<file path="src/logic/mask_rng_pkg.sv">
/*
 * Mask randomness constants
 * Galois register polynomial, fallback seed and the
 * per-lane salt that decorrelates the lane generators
 */
`default_nettype none

package mask_rng_pkg;

    parameter int LFSR_WIDTH = 32;

    // Taps for x^32 + x^22 + x^2 + x + 1, right-shifting form
    parameter logic [LFSR_WIDTH-1:0] LFSR_POLY = 32'h8020_0003;

    // Used when a zero seed is loaded, never all zero
    parameter logic [LFSR_WIDTH-1:0] DEF_SEED = 32'hACE1_2468;

    // Scaled by lane index, XORed into each lane seed
    parameter logic [LFSR_WIDTH-1:0] LANE_SEED_SALT = 32'h9E37_79B9;

endpackage : mask_rng_pkg

`default_nettype wire

</file>
<file path="src/logic/masked_pkg.sv">
/*
 * Masked arithmetic parameters
 * Share count, default datapath sizes and the fixed
 * latency constants of the masked lane pipeline
 */
`default_nettype none

package masked_pkg;

    // ============================================================
    // Sharing
    // ============================================================
    parameter int N_SHARES = 2;        // First-order Boolean masking

    // ============================================================
    // Default datapath size
    // ============================================================
    parameter int DEF_WIDTH = 8;       // Operand bits per lane
    parameter int DEF_LANES = 4;       // Independent lanes

    // ============================================================
    // Latency
    // ============================================================
    // Ripple adder takes WIDTH cycles plus this many
    parameter int ADDSUB_EXTRA_LAT = 2;
    parameter int COLLECT_LAT      = 1; // Remask output register

endpackage : masked_pkg

`default_nettype wire
</file>
<file path="src/logic/masked_arith_top.sv">
/*
 * Masked arithmetic unit, top level
 * Randomness feeder, one masked adder/subtractor per lane and
 * the remasking collector. Lane words are packed lane 0 low
 */
`timescale 1ns/100ps
`default_nettype none

module masked_arith_top
    import masked_pkg::*;
    import mask_rng_pkg::*;
#(
    parameter int WIDTH     = DEF_WIDTH,
    parameter int NUM_LANES = DEF_LANES
) (
    input  logic                       clk,
    input  logic                       rst_n,
    input  logic                       zeroize,
    input  logic                       seed_load,
    input  logic [LFSR_WIDTH-1:0]      seed,
    input  logic [NUM_LANES-1:0]       in_valid,
    input  logic [NUM_LANES-1:0]       sub,
    input  logic [NUM_LANES*WIDTH-1:0] x_share0,
    input  logic [NUM_LANES*WIDTH-1:0] x_share1,
    input  logic [NUM_LANES*WIDTH-1:0] y_share0,
    input  logic [NUM_LANES*WIDTH-1:0] y_share1,
    output logic [NUM_LANES-1:0]       out_valid,
    output logic [NUM_LANES*WIDTH-1:0] s_share0,
    output logic [NUM_LANES*WIDTH-1:0] s_share1
);

    logic [NUM_LANES-1:0]       lane_valid;
    logic [NUM_LANES-1:0]       lane_sub;
    logic [NUM_LANES*WIDTH-1:0] lane_x0, lane_x1;
    logic [NUM_LANES*WIDTH-1:0] lane_y0, lane_y1;
    logic [NUM_LANES*WIDTH-1:0] lane_rnd, refresh_rnd;
    logic [NUM_LANES*WIDTH-1:0] lane_s0, lane_s1;  // Adder results, pre remask

    mask_rng_feeder #(.WIDTH(WIDTH), .NUM_LANES(NUM_LANES)) u_mask_rng_feeder (
        .clk, .rst_n, .seed_load, .seed,
        .in_valid, .sub, .x_share0, .x_share1, .y_share0, .y_share1,
        .lane_valid, .lane_sub, .lane_x0, .lane_x1, .lane_y0, .lane_y1,
        .lane_rnd, .refresh_rnd
    );

    // ============================================================
    // Lanes
    // ============================================================
    for (genvar l = 0; l < NUM_LANES; l++) begin : gen_lane
        logic [WIDTH-1:0][N_SHARES-1:0] x_bits;   // Bit b = {share1, share0}
        logic [WIDTH-1:0][N_SHARES-1:0] y_bits;
        logic [WIDTH-1:0][N_SHARES-1:0] s_bits;

        for (genvar b = 0; b < WIDTH; b++) begin : gen_split
            assign x_bits[b] = {lane_x1[l*WIDTH+b], lane_x0[l*WIDTH+b]};
            assign y_bits[b] = {lane_y1[l*WIDTH+b], lane_y0[l*WIDTH+b]};
            assign lane_s0[l*WIDTH+b] = s_bits[b][0];
            assign lane_s1[l*WIDTH+b] = s_bits[b][1];
        end

        masked_boolean_addsub #(.WIDTH(WIDTH)) u_masked_boolean_addsub (
            .clk     (clk),
            .rst_n   (rst_n),
            .zeroize (zeroize),
            .sub_i   (lane_sub[l]),
            .x       (x_bits),
            .y       (y_bits),
            .rnd     (lane_rnd[l*WIDTH +: WIDTH]),
            .s       (s_bits)
        );
    end

    share_refresh_collector #(.WIDTH(WIDTH), .NUM_LANES(NUM_LANES))
        u_share_refresh_collector (
        .clk, .rst_n, .zeroize,
        .lane_valid, .lane_s0, .lane_s1, .refresh_rnd,
        .out_valid, .s_share0, .s_share1
    );

endmodule : masked_arith_top

`default_nettype wire

</file>
<file path="src/logic/share_refresh_collector.sv">
/*
 * Result collector with share refresh
 * Delays each lane's valid and remask word by the adder latency,
 * then XORs the same fresh word into both result shares.
 * Shares of a lane without valid are forced to zero
 */
`timescale 1ns/100ps
`default_nettype none

module share_refresh_collector
    import masked_pkg::*;
#(
    parameter int WIDTH     = DEF_WIDTH,
    parameter int NUM_LANES = DEF_LANES
) (
    input  logic                       clk,
    input  logic                       rst_n,
    input  logic                       zeroize,
    input  logic [NUM_LANES-1:0]       lane_valid,
    input  logic [NUM_LANES*WIDTH-1:0] lane_s0,
    input  logic [NUM_LANES*WIDTH-1:0] lane_s1,
    input  logic [NUM_LANES*WIDTH-1:0] refresh_rnd,
    output logic [NUM_LANES-1:0]       out_valid,
    output logic [NUM_LANES*WIDTH-1:0] s_share0,
    output logic [NUM_LANES*WIDTH-1:0] s_share1
);

    localparam int ALIGN_LAT = WIDTH + ADDSUB_EXTRA_LAT;   // Lane input to lane s
    localparam int VPIPE_LEN = ALIGN_LAT + COLLECT_LAT;

    logic [NUM_LANES-1:0][VPIPE_LEN-1:0]       vpipe_q;    // Valid shift per lane
    logic [ALIGN_LAT-1:0][NUM_LANES*WIDTH-1:0] rnd_dly_q;  // Remask word delay

    always_ff @(posedge clk) begin
        if (!rst_n) begin
            vpipe_q <= '0;
        end else if (zeroize) begin
            vpipe_q <= '0;                 // Drop everything in flight
        end else begin
            for (int l = 0; l < NUM_LANES; l++) begin
                vpipe_q[l] <= {vpipe_q[l][VPIPE_LEN-2:0], lane_valid[l]};
            end
        end
    end

    always_ff @(posedge clk) begin
        rnd_dly_q[0] <= refresh_rnd;
        for (int k = 1; k < ALIGN_LAT; k++) begin
            rnd_dly_q[k] <= rnd_dly_q[k-1];
        end
    end

    // ============================================================
    // Remask and output register
    // ============================================================
    always_ff @(posedge clk) begin
        if (!rst_n) begin
            s_share0 <= '0;
            s_share1 <= '0;
        end else if (zeroize) begin
            s_share0 <= '0;
            s_share1 <= '0;
        end else begin
            for (int l = 0; l < NUM_LANES; l++) begin
                if (vpipe_q[l][ALIGN_LAT-1]) begin   // Aligned with lane s
                    s_share0[l*WIDTH +: WIDTH] <= lane_s0[l*WIDTH +: WIDTH]
                                                ^ rnd_dly_q[ALIGN_LAT-1][l*WIDTH +: WIDTH];
                    s_share1[l*WIDTH +: WIDTH] <= lane_s1[l*WIDTH +: WIDTH]
                                                ^ rnd_dly_q[ALIGN_LAT-1][l*WIDTH +: WIDTH];
                end else begin
                    s_share0[l*WIDTH +: WIDTH] <= '0;
                    s_share1[l*WIDTH +: WIDTH] <= '0;
                end
            end
        end
    end

    for (genvar l = 0; l < NUM_LANES; l++) begin : gen_valid_out
        assign out_valid[l] = vpipe_q[l][VPIPE_LEN-1];
    end

endmodule : share_refresh_collector

`default_nettype wire

</file>
<file path="src/logic/mask_rng_feeder.sv">
/*
 * Mask randomness feeder
 * One Galois register per lane, stepped 2*WIDTH times per cycle
 * so every cycle gets fresh adder and remask bits. Also registers
 * the lane inputs so operands and randomness leave together
 */
`timescale 1ns/100ps
`default_nettype none

module mask_rng_feeder
    import masked_pkg::*;
    import mask_rng_pkg::*;
#(
    parameter int WIDTH     = DEF_WIDTH,
    parameter int NUM_LANES = DEF_LANES
) (
    input  logic                       clk,
    input  logic                       rst_n,
    input  logic                       seed_load,
    input  logic [LFSR_WIDTH-1:0]      seed,
    input  logic [NUM_LANES-1:0]       in_valid,
    input  logic [NUM_LANES-1:0]       sub,
    input  logic [NUM_LANES*WIDTH-1:0] x_share0,
    input  logic [NUM_LANES*WIDTH-1:0] x_share1,
    input  logic [NUM_LANES*WIDTH-1:0] y_share0,
    input  logic [NUM_LANES*WIDTH-1:0] y_share1,
    output logic [NUM_LANES-1:0]       lane_valid,
    output logic [NUM_LANES-1:0]       lane_sub,
    output logic [NUM_LANES*WIDTH-1:0] lane_x0,
    output logic [NUM_LANES*WIDTH-1:0] lane_x1,
    output logic [NUM_LANES*WIDTH-1:0] lane_y0,
    output logic [NUM_LANES*WIDTH-1:0] lane_y1,
    output logic [NUM_LANES*WIDTH-1:0] lane_rnd,
    output logic [NUM_LANES*WIDTH-1:0] refresh_rnd
);

    localparam int RND_BITS = N_SHARES * WIDTH;   // Adder word + remask word

    logic [NUM_LANES-1:0][LFSR_WIDTH-1:0] lfsr_q;
    logic [NUM_LANES-1:0][LFSR_WIDTH-1:0] lfsr_d;
    logic [NUM_LANES-1:0][RND_BITS-1:0]   rnd_d;
    logic [NUM_LANES-1:0][RND_BITS-1:0]   rnd_q;
    logic [LFSR_WIDTH-1:0]                seed_base;

    function automatic logic [LFSR_WIDTH-1:0] lfsr_step(input logic [LFSR_WIDTH-1:0] st);
        logic [LFSR_WIDTH-1:0] nxt;
        nxt = st >> 1;
        if (st[0]) begin
            nxt = nxt ^ LFSR_POLY;         // Feedback taps
        end
        return nxt;
    endfunction

    // Salted lane seed, falls back if the salt cancels the seed
    function automatic logic [LFSR_WIDTH-1:0] lane_seed(input logic [LFSR_WIDTH-1:0] base,
                                                        input int lane);
        logic [LFSR_WIDTH-1:0] st;
        st = base ^ (LANE_SEED_SALT * LFSR_WIDTH'(lane));
        return (st == '0) ? DEF_SEED : st;
    endfunction

    assign seed_base = (seed == '0) ? DEF_SEED : seed;   // All-zero would lock up

    always_comb begin
        logic [LFSR_WIDTH-1:0] st;
        for (int l = 0; l < NUM_LANES; l++) begin
            st = lfsr_q[l];
            for (int k = 0; k < RND_BITS; k++) begin
                rnd_d[l][k] = st[0];       // Take the bit shifted out
                st          = lfsr_step(st);
            end
            lfsr_d[l] = st;
        end
    end

    // Generators ignore zeroize and keep running
    always_ff @(posedge clk) begin
        for (int l = 0; l < NUM_LANES; l++) begin
            if (!rst_n) begin
                lfsr_q[l] <= lane_seed(DEF_SEED, l);
            end else if (seed_load) begin
                lfsr_q[l] <= lane_seed(seed_base, l);
            end else begin
                lfsr_q[l] <= lfsr_d[l];
            end
        end
    end

    always_ff @(posedge clk) begin
        if (!rst_n) begin
            lane_valid <= '0;
        end else begin
            lane_valid <= in_valid;
        end
    end

    // Payload stage
    always_ff @(posedge clk) begin
        rnd_q    <= rnd_d;
        lane_sub <= sub;
        lane_x0  <= x_share0;
        lane_x1  <= x_share1;
        lane_y0  <= y_share0;
        lane_y1  <= y_share1;
    end

    for (genvar l = 0; l < NUM_LANES; l++) begin : gen_rnd_out
        assign lane_rnd[l*WIDTH +: WIDTH]    = rnd_q[l][WIDTH-1:0];
        assign refresh_rnd[l*WIDTH +: WIDTH] = rnd_q[l][RND_BITS-1:WIDTH];
    end

endmodule : mask_rng_feeder

`default_nettype wire

</file>
<file path="src/logic/masked_boolean_addsub.sv">
/*
 * Pipelined masked ripple adder/subtractor
 * One masked full adder per bit, one bit per cycle. Operand bits
 * are skewed to meet their carry and sums are deskewed so that
 * the whole word leaves together, WIDTH+2 cycles after entry.
 * Subtract inverts share 0 of y and injects a carry-in of 1
 */
`timescale 1ns/100ps
`default_nettype none

module masked_boolean_addsub
    import masked_pkg::*;
#(
    parameter int WIDTH = DEF_WIDTH
) (
    input  logic                            clk,
    input  logic                            rst_n,
    input  logic                            zeroize,
    input  logic                            sub_i,
    input  logic [WIDTH-1:0][N_SHARES-1:0]  x,   // Per-bit share pairs
    input  logic [WIDTH-1:0][N_SHARES-1:0]  y,
    input  logic [WIDTH-1:0]                rnd,
    output logic [WIDTH-1:0][N_SHARES-1:0]  s
);

    // Carry into bit i, carry[0] is the subtract carry-in
    logic [WIDTH-1:0][N_SHARES-1:0] carry;
    logic [WIDTH-1:0][N_SHARES-1:0] sum;   // Raw adder sums, skewed
    logic                           sub_q; // Carry-in aligned with bit 0

    // Bit 0 operands reach their adder one cycle after entry
    always_ff @(posedge clk) begin
        if (!rst_n) begin
            sub_q <= 1'b0;
        end else if (zeroize) begin
            sub_q <= 1'b0;
        end else begin
            sub_q <= sub_i;
        end
    end

    assign carry[0] = {1'b0, sub_q};       // Two's complement +1 on share 0

    // ============================================================
    // Per-bit skew, adder and deskew
    // ============================================================
    for (genvar i = 0; i < WIDTH; i++) begin : gen_bit
        logic [i:0][N_SHARES-1:0]       x_dly;     // Operand skew, i+1 deep
        logic [i:0][N_SHARES-1:0]       y_dly;
        logic [WIDTH-1-i:0][N_SHARES-1:0] s_dly;   // Sum deskew

        always_ff @(posedge clk) begin
            if (!rst_n) begin
                x_dly <= '0;
                y_dly <= '0;
            end else if (zeroize) begin
                x_dly <= '0;
                y_dly <= '0;
            end else begin
                x_dly[0] <= x[i];
                y_dly[0] <= y[i] ^ {1'b0, sub_i};  // Invert one share only
                for (int k = 1; k <= i; k++) begin
                    x_dly[k] <= x_dly[k-1];
                    y_dly[k] <= y_dly[k-1];
                end
            end
        end

        if (i < WIDTH-1) begin : gen_fa
            masked_full_adder u_masked_full_adder (
                .clk     (clk),
                .rst_n   (rst_n),
                .zeroize (zeroize),
                .x       (x_dly[i]),       // Bit i arrives at cycle i+1
                .y       (y_dly[i]),
                .c_in    (carry[i]),
                .rnd     (rnd[i]),
                .s       (sum[i]),
                .c_out   (carry[i+1])
            );
        end else begin : gen_top
            // Top bit has no carry out, sum only, refreshed by the spare bit
            always_ff @(posedge clk) begin
                if (!rst_n) begin
                    sum[i] <= '0;
                end else if (zeroize) begin
                    sum[i] <= '0;
                end else begin
                    sum[i] <= x_dly[i] ^ y_dly[i] ^ carry[i] ^ {rnd[i], rnd[i]};
                end
            end
        end

        // Bit i sum is ready at cycle i+2, pad to WIDTH+2
        always_ff @(posedge clk) begin
            if (!rst_n) begin
                s_dly <= '0;
            end else if (zeroize) begin
                s_dly <= '0;
            end else begin
                s_dly[0] <= sum[i];
                for (int k = 1; k <= WIDTH-1-i; k++) begin
                    s_dly[k] <= s_dly[k-1];
                end
            end
        end

        assign s[i] = s_dly[WIDTH-1-i];
    end

endmodule : masked_boolean_addsub

`default_nettype wire

</file>
<file path="src/logic/masked_full_adder.sv">
/*
 * Two-share masked full adder
 * Sum is the share-wise XOR of operands and carry. Carry uses
 * the majority form ((x^c)&(y^c))^c with one DOM AND gate.
 * Both outputs registered, one cycle through
 */
`timescale 1ns/100ps
`default_nettype none

module masked_full_adder
    import masked_pkg::*;
(
    input  logic                clk,
    input  logic                rst_n,
    input  logic                zeroize,
    input  logic [N_SHARES-1:0] x,
    input  logic [N_SHARES-1:0] y,
    input  logic [N_SHARES-1:0] c_in,
    input  logic                rnd,       // Fresh bit for the cross terms
    output logic [N_SHARES-1:0] s,
    output logic [N_SHARES-1:0] c_out
);

    logic [N_SHARES-1:0] a_t;              // x ^ c, share-wise
    logic [N_SHARES-1:0] b_t;              // y ^ c, share-wise
    logic [N_SHARES-1:0] and_t;            // DOM product shares

    assign a_t = x ^ c_in;
    assign b_t = y ^ c_in;

    // Inner-domain products plus cross-domain products,
    // each cross term blinded by the same fresh bit
    assign and_t[0] = (a_t[0] & b_t[0]) ^ ((a_t[0] & b_t[1]) ^ rnd);
    assign and_t[1] = (a_t[1] & b_t[1]) ^ ((a_t[1] & b_t[0]) ^ rnd);

    always_ff @(posedge clk) begin
        if (!rst_n) begin
            s     <= '0;
            c_out <= '0;
        end else if (zeroize) begin
            s     <= '0;
            c_out <= '0;
        end else begin
            s     <= x ^ y ^ c_in;         // Linear, stays per domain
            c_out <= and_t ^ c_in;         // Majority of x, y, c
        end
    end

endmodule : masked_full_adder

`default_nettype wire

</file>
<file path="config.mk">
export PLATFORM = sky130hd
export DESIGN_NAME = masked_arith_top
export DESIGN_NICKNAME = d
export VERILOG_FILES = /design/src/logic/mask_rng_pkg.sv /design/src/logic/masked_pkg.sv /design/src/logic/masked_arith_top.sv /design/src/logic/share_refresh_collector.sv /design/src/logic/mask_rng_feeder.sv /design/src/logic/masked_boolean_addsub.sv /design/src/logic/masked_full_adder.sv
export SDC_FILE = /design/constraint.sdc
export NUM_CORES = 2
export LEC_CHECK = 0
export ABC_AREA = 0
export BUFFER_PORTS_ARGS = -buffer_cell sky130_fd_sc_hd__buf_2
export CORE_UTILIZATION = 50
export DETAILED_ROUTE_END_ITERATION = 10
export PLACE_DENSITY = 0.7
export SYNTH_ARGS = -nofsm -noshare
export SYNTH_HDL_FRONTEND = slang
export SYNTH_HIERARCHICAL = 1
export SYNTH_SLANG_ARGS = --single-unit
</file>
<file path="constraint.sdc">
create_clock -name clk -period 2.1 [get_ports clk]
set_input_delay 0.105 -clock clk [delete_from_list [all_inputs] [get_ports clk]]
set_output_delay 0.105 -clock clk [all_outputs]
set_load 0.05 [all_outputs]
</file>
==> flow_metrics.tcl <==
set metrics [dict create \
    async_flop_share_pct 0 \
    clock.fmax_ghz 0.481 \
    vias_per_cell 4.40 \
    p_per_area_nw_per_um2 1400 \
    maxCapViolations 0 \
    cp.arrival_ns 2.70 \
    hold-path-cell-count 4 \
    vdd_drop_max_mv 0.954 \
    io_pins 240 \
    status "completed" \
    power_leakage_nw 26.3 \
    num_vias 27100 \
    instances_no_fill 6160 \
    grt_start_max_net_pins 158 \
    wirelength_um 90600 \
    firstDrtPassIters 5 \
    setup_violations 0 \
    die_y_um 324 \
    gr-total-overflow 0 \
    period_share_pct 98.9 \
    grt_use_total_pct 17.5 \
    clkLatencyLatePin_ns 0.75 \
    synthDistinctLibCells 59 \
    tightestPinTransition_ns 0.638 \
    rows 117 \
    rsz0062_at_grt "true" \
    numCtsBuffers 165 \
    synth_warnings 6 \
    final.min_clock_period_ns 2.08 \
    synth-edff-count 0 \
    die_area_um2 105000 \
    fin_setup_tns_ns 0 \
    path_clk_slew_ns 0.06 \
    yosysSeqAreaShare_pct 67.4 \
    fillers 7960 \
    required_ns 2.72 \
    cts_buffer_depth 3 \
    synthesis.area_um2 51800 \
    slew_headroom_pct 57.4 \
    place_congestion 0.902 \
    nets 4827 \
    hold_viol 0 \
    dp_cells 5534 \
    grt_pass1_vias 27000 \
    synth_cells 4022 \
    die_width_um 324 \
    io_buffers 239 \
    core_um2 102000 \
    finalClockSkew_ns 0.0257 \
    finalMaxSlewViolations 0 \
    cts_tree "yes" \
    cp-end-kind "flop" \
    synth_area_per_cell_um2 12.9 \
    ant_nets 0 \
    r2r_cells 6 \
    start_util_pct 50.7 \
    syn_to_final_growth_pct 22.2 \
    cp_max_fo 5 \
    dpl.hpwl_um 55000 \
    multi_input_area_um2 15600 \
    wl_per_cell_um 14.7 \
    start_kind "flop" \
    hold_class "in2reg" \
    ctsHtreeMaxLevel 4 \
    synth-main-ff-cell "dfxtp_1" \
    final_layout_size_suffix_gt1_share_pct 16.2 \
    cts.sinks 1744 \
    drt_iter0_markers 1573 \
    synth_seq_cells 1744 \
    drcViolationCount 0 \
    seq_area_um2 34900 \
    cts_root_buf "clkbuf_16" \
    antenna_found_initial 23 \
    grt_pass1_wl_um 142000 \
    worstSetupPathType "reg2reg" \
]
[logic make-up after synthesis]
kind of cell    synth area share, %
buf+inv                        2.96
compound gates                 1.85
simple gates                   14.8
other cells                  0.0290
mux                            1.14
xor+xnor                       10.6
flops                          67.4
fa+ha+maj                      1.22
[through the flow]
stage          hold WS (ns)  worst slack [ns]  power (mW)  utilization (%)  area [µm²]
2_1_floorplan         0.133           -0.0536        53.0                -       51900
3_5_place_dp          0.209           -0.0505        58.1             53.2       54300
6_report              0.123            0.0221        88.8             61.9       63300
4_1_cts               0.116          -0.00170        88.9             61.7       63000
3_3_place_gp          0.207            0.0104        57.8             53.2       54300
5_1_grt               0.144           -0.0681        93.1             61.9       63300
[worst max-delay path, cell delays in order (launching register included)]
cell and delay (ns):
dfxtp_2 0.33, xnor3_2 0.43, xnor3_2 0.45, xnor2_4 0.29, xnor2_2 0.19, xor2_1 0.17
o211ai_1 0.09
[final cells by class]
class	instances	share of cell area (%)
repair buffers	667	8.47
flip-flops and latches	1744	55.2
multi-input cells	2054	24.7
diodes	12	0.0474
clock inverters	64	1.34
clock buffers	228	7.44
well taps	1368	2.70
inverters	23	0.136
[report_power, final]
group,switching [mW],leakage [nW],total (mW),internal [mW]
logic,8.04,9.24,18.0,9.92
registers,2.27,14.3,41.0,38.7
clock network,12.0,2.74,29.8,17.8
total,22.4,26.3,88.8,66.4
[path summary, 6_finish.rpt]
check / startpoint / end / slack [ns]
setup / recovery: u_mask_rng_feeder/lfsr_q[2] / u_mask_rng_feeder/lfsr_q[21] / 0.02
hold / removal: seed[10] / u_mask_rng_feeder/lfsr_q[106] / 0.12
setup reg to reg: u_mask_rng_feeder/lfsr_q[2] / u_mask_rng_feeder/lfsr_q[21] / 0.02
hold reg to reg: u_share_refresh_collector/rnd_dly_q[55] / u_share_refresh_collector/rnd_dly_q[87] / 0.31
[sequential cells by signal, indices dropped and copies added, names as in the netlist, 40 cells and up, named ones only]
name                                            count
gen_lane.u_masked_boolean_addsub/s                 56
u_mask_rng_feeder/lfsr_q                          128
gen_lane.u_masked_boolean_addsub/gen_bit.y_dly    288
u_share_refresh_collector/rnd_dly_q               320
u_share_refresh_collector/vpipe_q                  40
gen_lane.u_masked_boolean_addsub/gen_bit.x_dly    288
gen_lane.u_masked_boolean_addsub/gen_bit.s_dly    232
[layout by cell type (no fill, tap or decap), types with 14 or more instances in the layout]
cell type | Yosys | layout
nor2_1 | 140 | 140
clkbuf_8 | 0 | 30
buf_4 | 60 | 103
nor2b_1 | 28 | 28
nand2_1 | 94 | 93
xor2_1 | 37 | 34
buf_2 | 14 | 237
dlygate4sd3_1 | 0 | 310
a21oi_1 | 23 | 23
o21ai_0 | 62 | 61
xnor2_2 | 6 | 18
maj3_2 | 56 | 56
xnor3_2 | 7 | 14
xor3_1 | 58 | 57
bufinv_16 | 0 | 17
nand2b_1 | 34 | 34
clkbuf_16 | 0 | 167
clkinv_2 | 0 | 28
nor3_1 | 16 | 14
mux2i_1 | 58 | 58
clkbuf_1 | 75 | 31
and2_1 | 945 | 945
inv_1 | 23 | 23
dfxtp_1 | 1744 | 1735
o221a_2 | 14 | 14
xnor2_1 | 343 | 328
[synthesized netlist by cell type, types with 11 or more instances]
cell type	count	area (µm²)
dfxtp_1	1744	34900
and2_1	945	5910
xnor2_1	343	3000
nor2_1	140	526
nand2_1	94	353
clkbuf_1	75	282
o21ai_0	62	310
buf_4	60	450
mux2i_1	58	581
xor3_1	58	1380
maj3_2	56	631
buf_6	49	552
xor2_1	37	324
nand2b_1	34	213
nor2b_1	28	175
a21oi_1	23	115
inv_1	23	86.3
nor3_1	16	80.1
buf_2	14	70.1
o221a_2	14	158
xnor3_1	11	248
[repair_timing]
item | 4_1_cts | 5_1_grt
pin swaps | 8 | 19
hold buffers | 311 | 0
buffers inserted | 2 | 9
hold endpoints to repair | 282 | 0
gates resized for setup | 4 | 37
setup endpoints to repair | 10 | 37
[metal layers]
layer / track usage [%] / up-vias / routed length, µm
met1: 22.1 / 12600 / 40700
met3: 5.12 / 184 / 5280
met4: 5.92 / 20 / 2080
met2: 28.6 / 509 / 42400
li1: - / 13800 / -
met5: 0 / - / 129
Note: power is estimated with default switching activity, not from simulation.
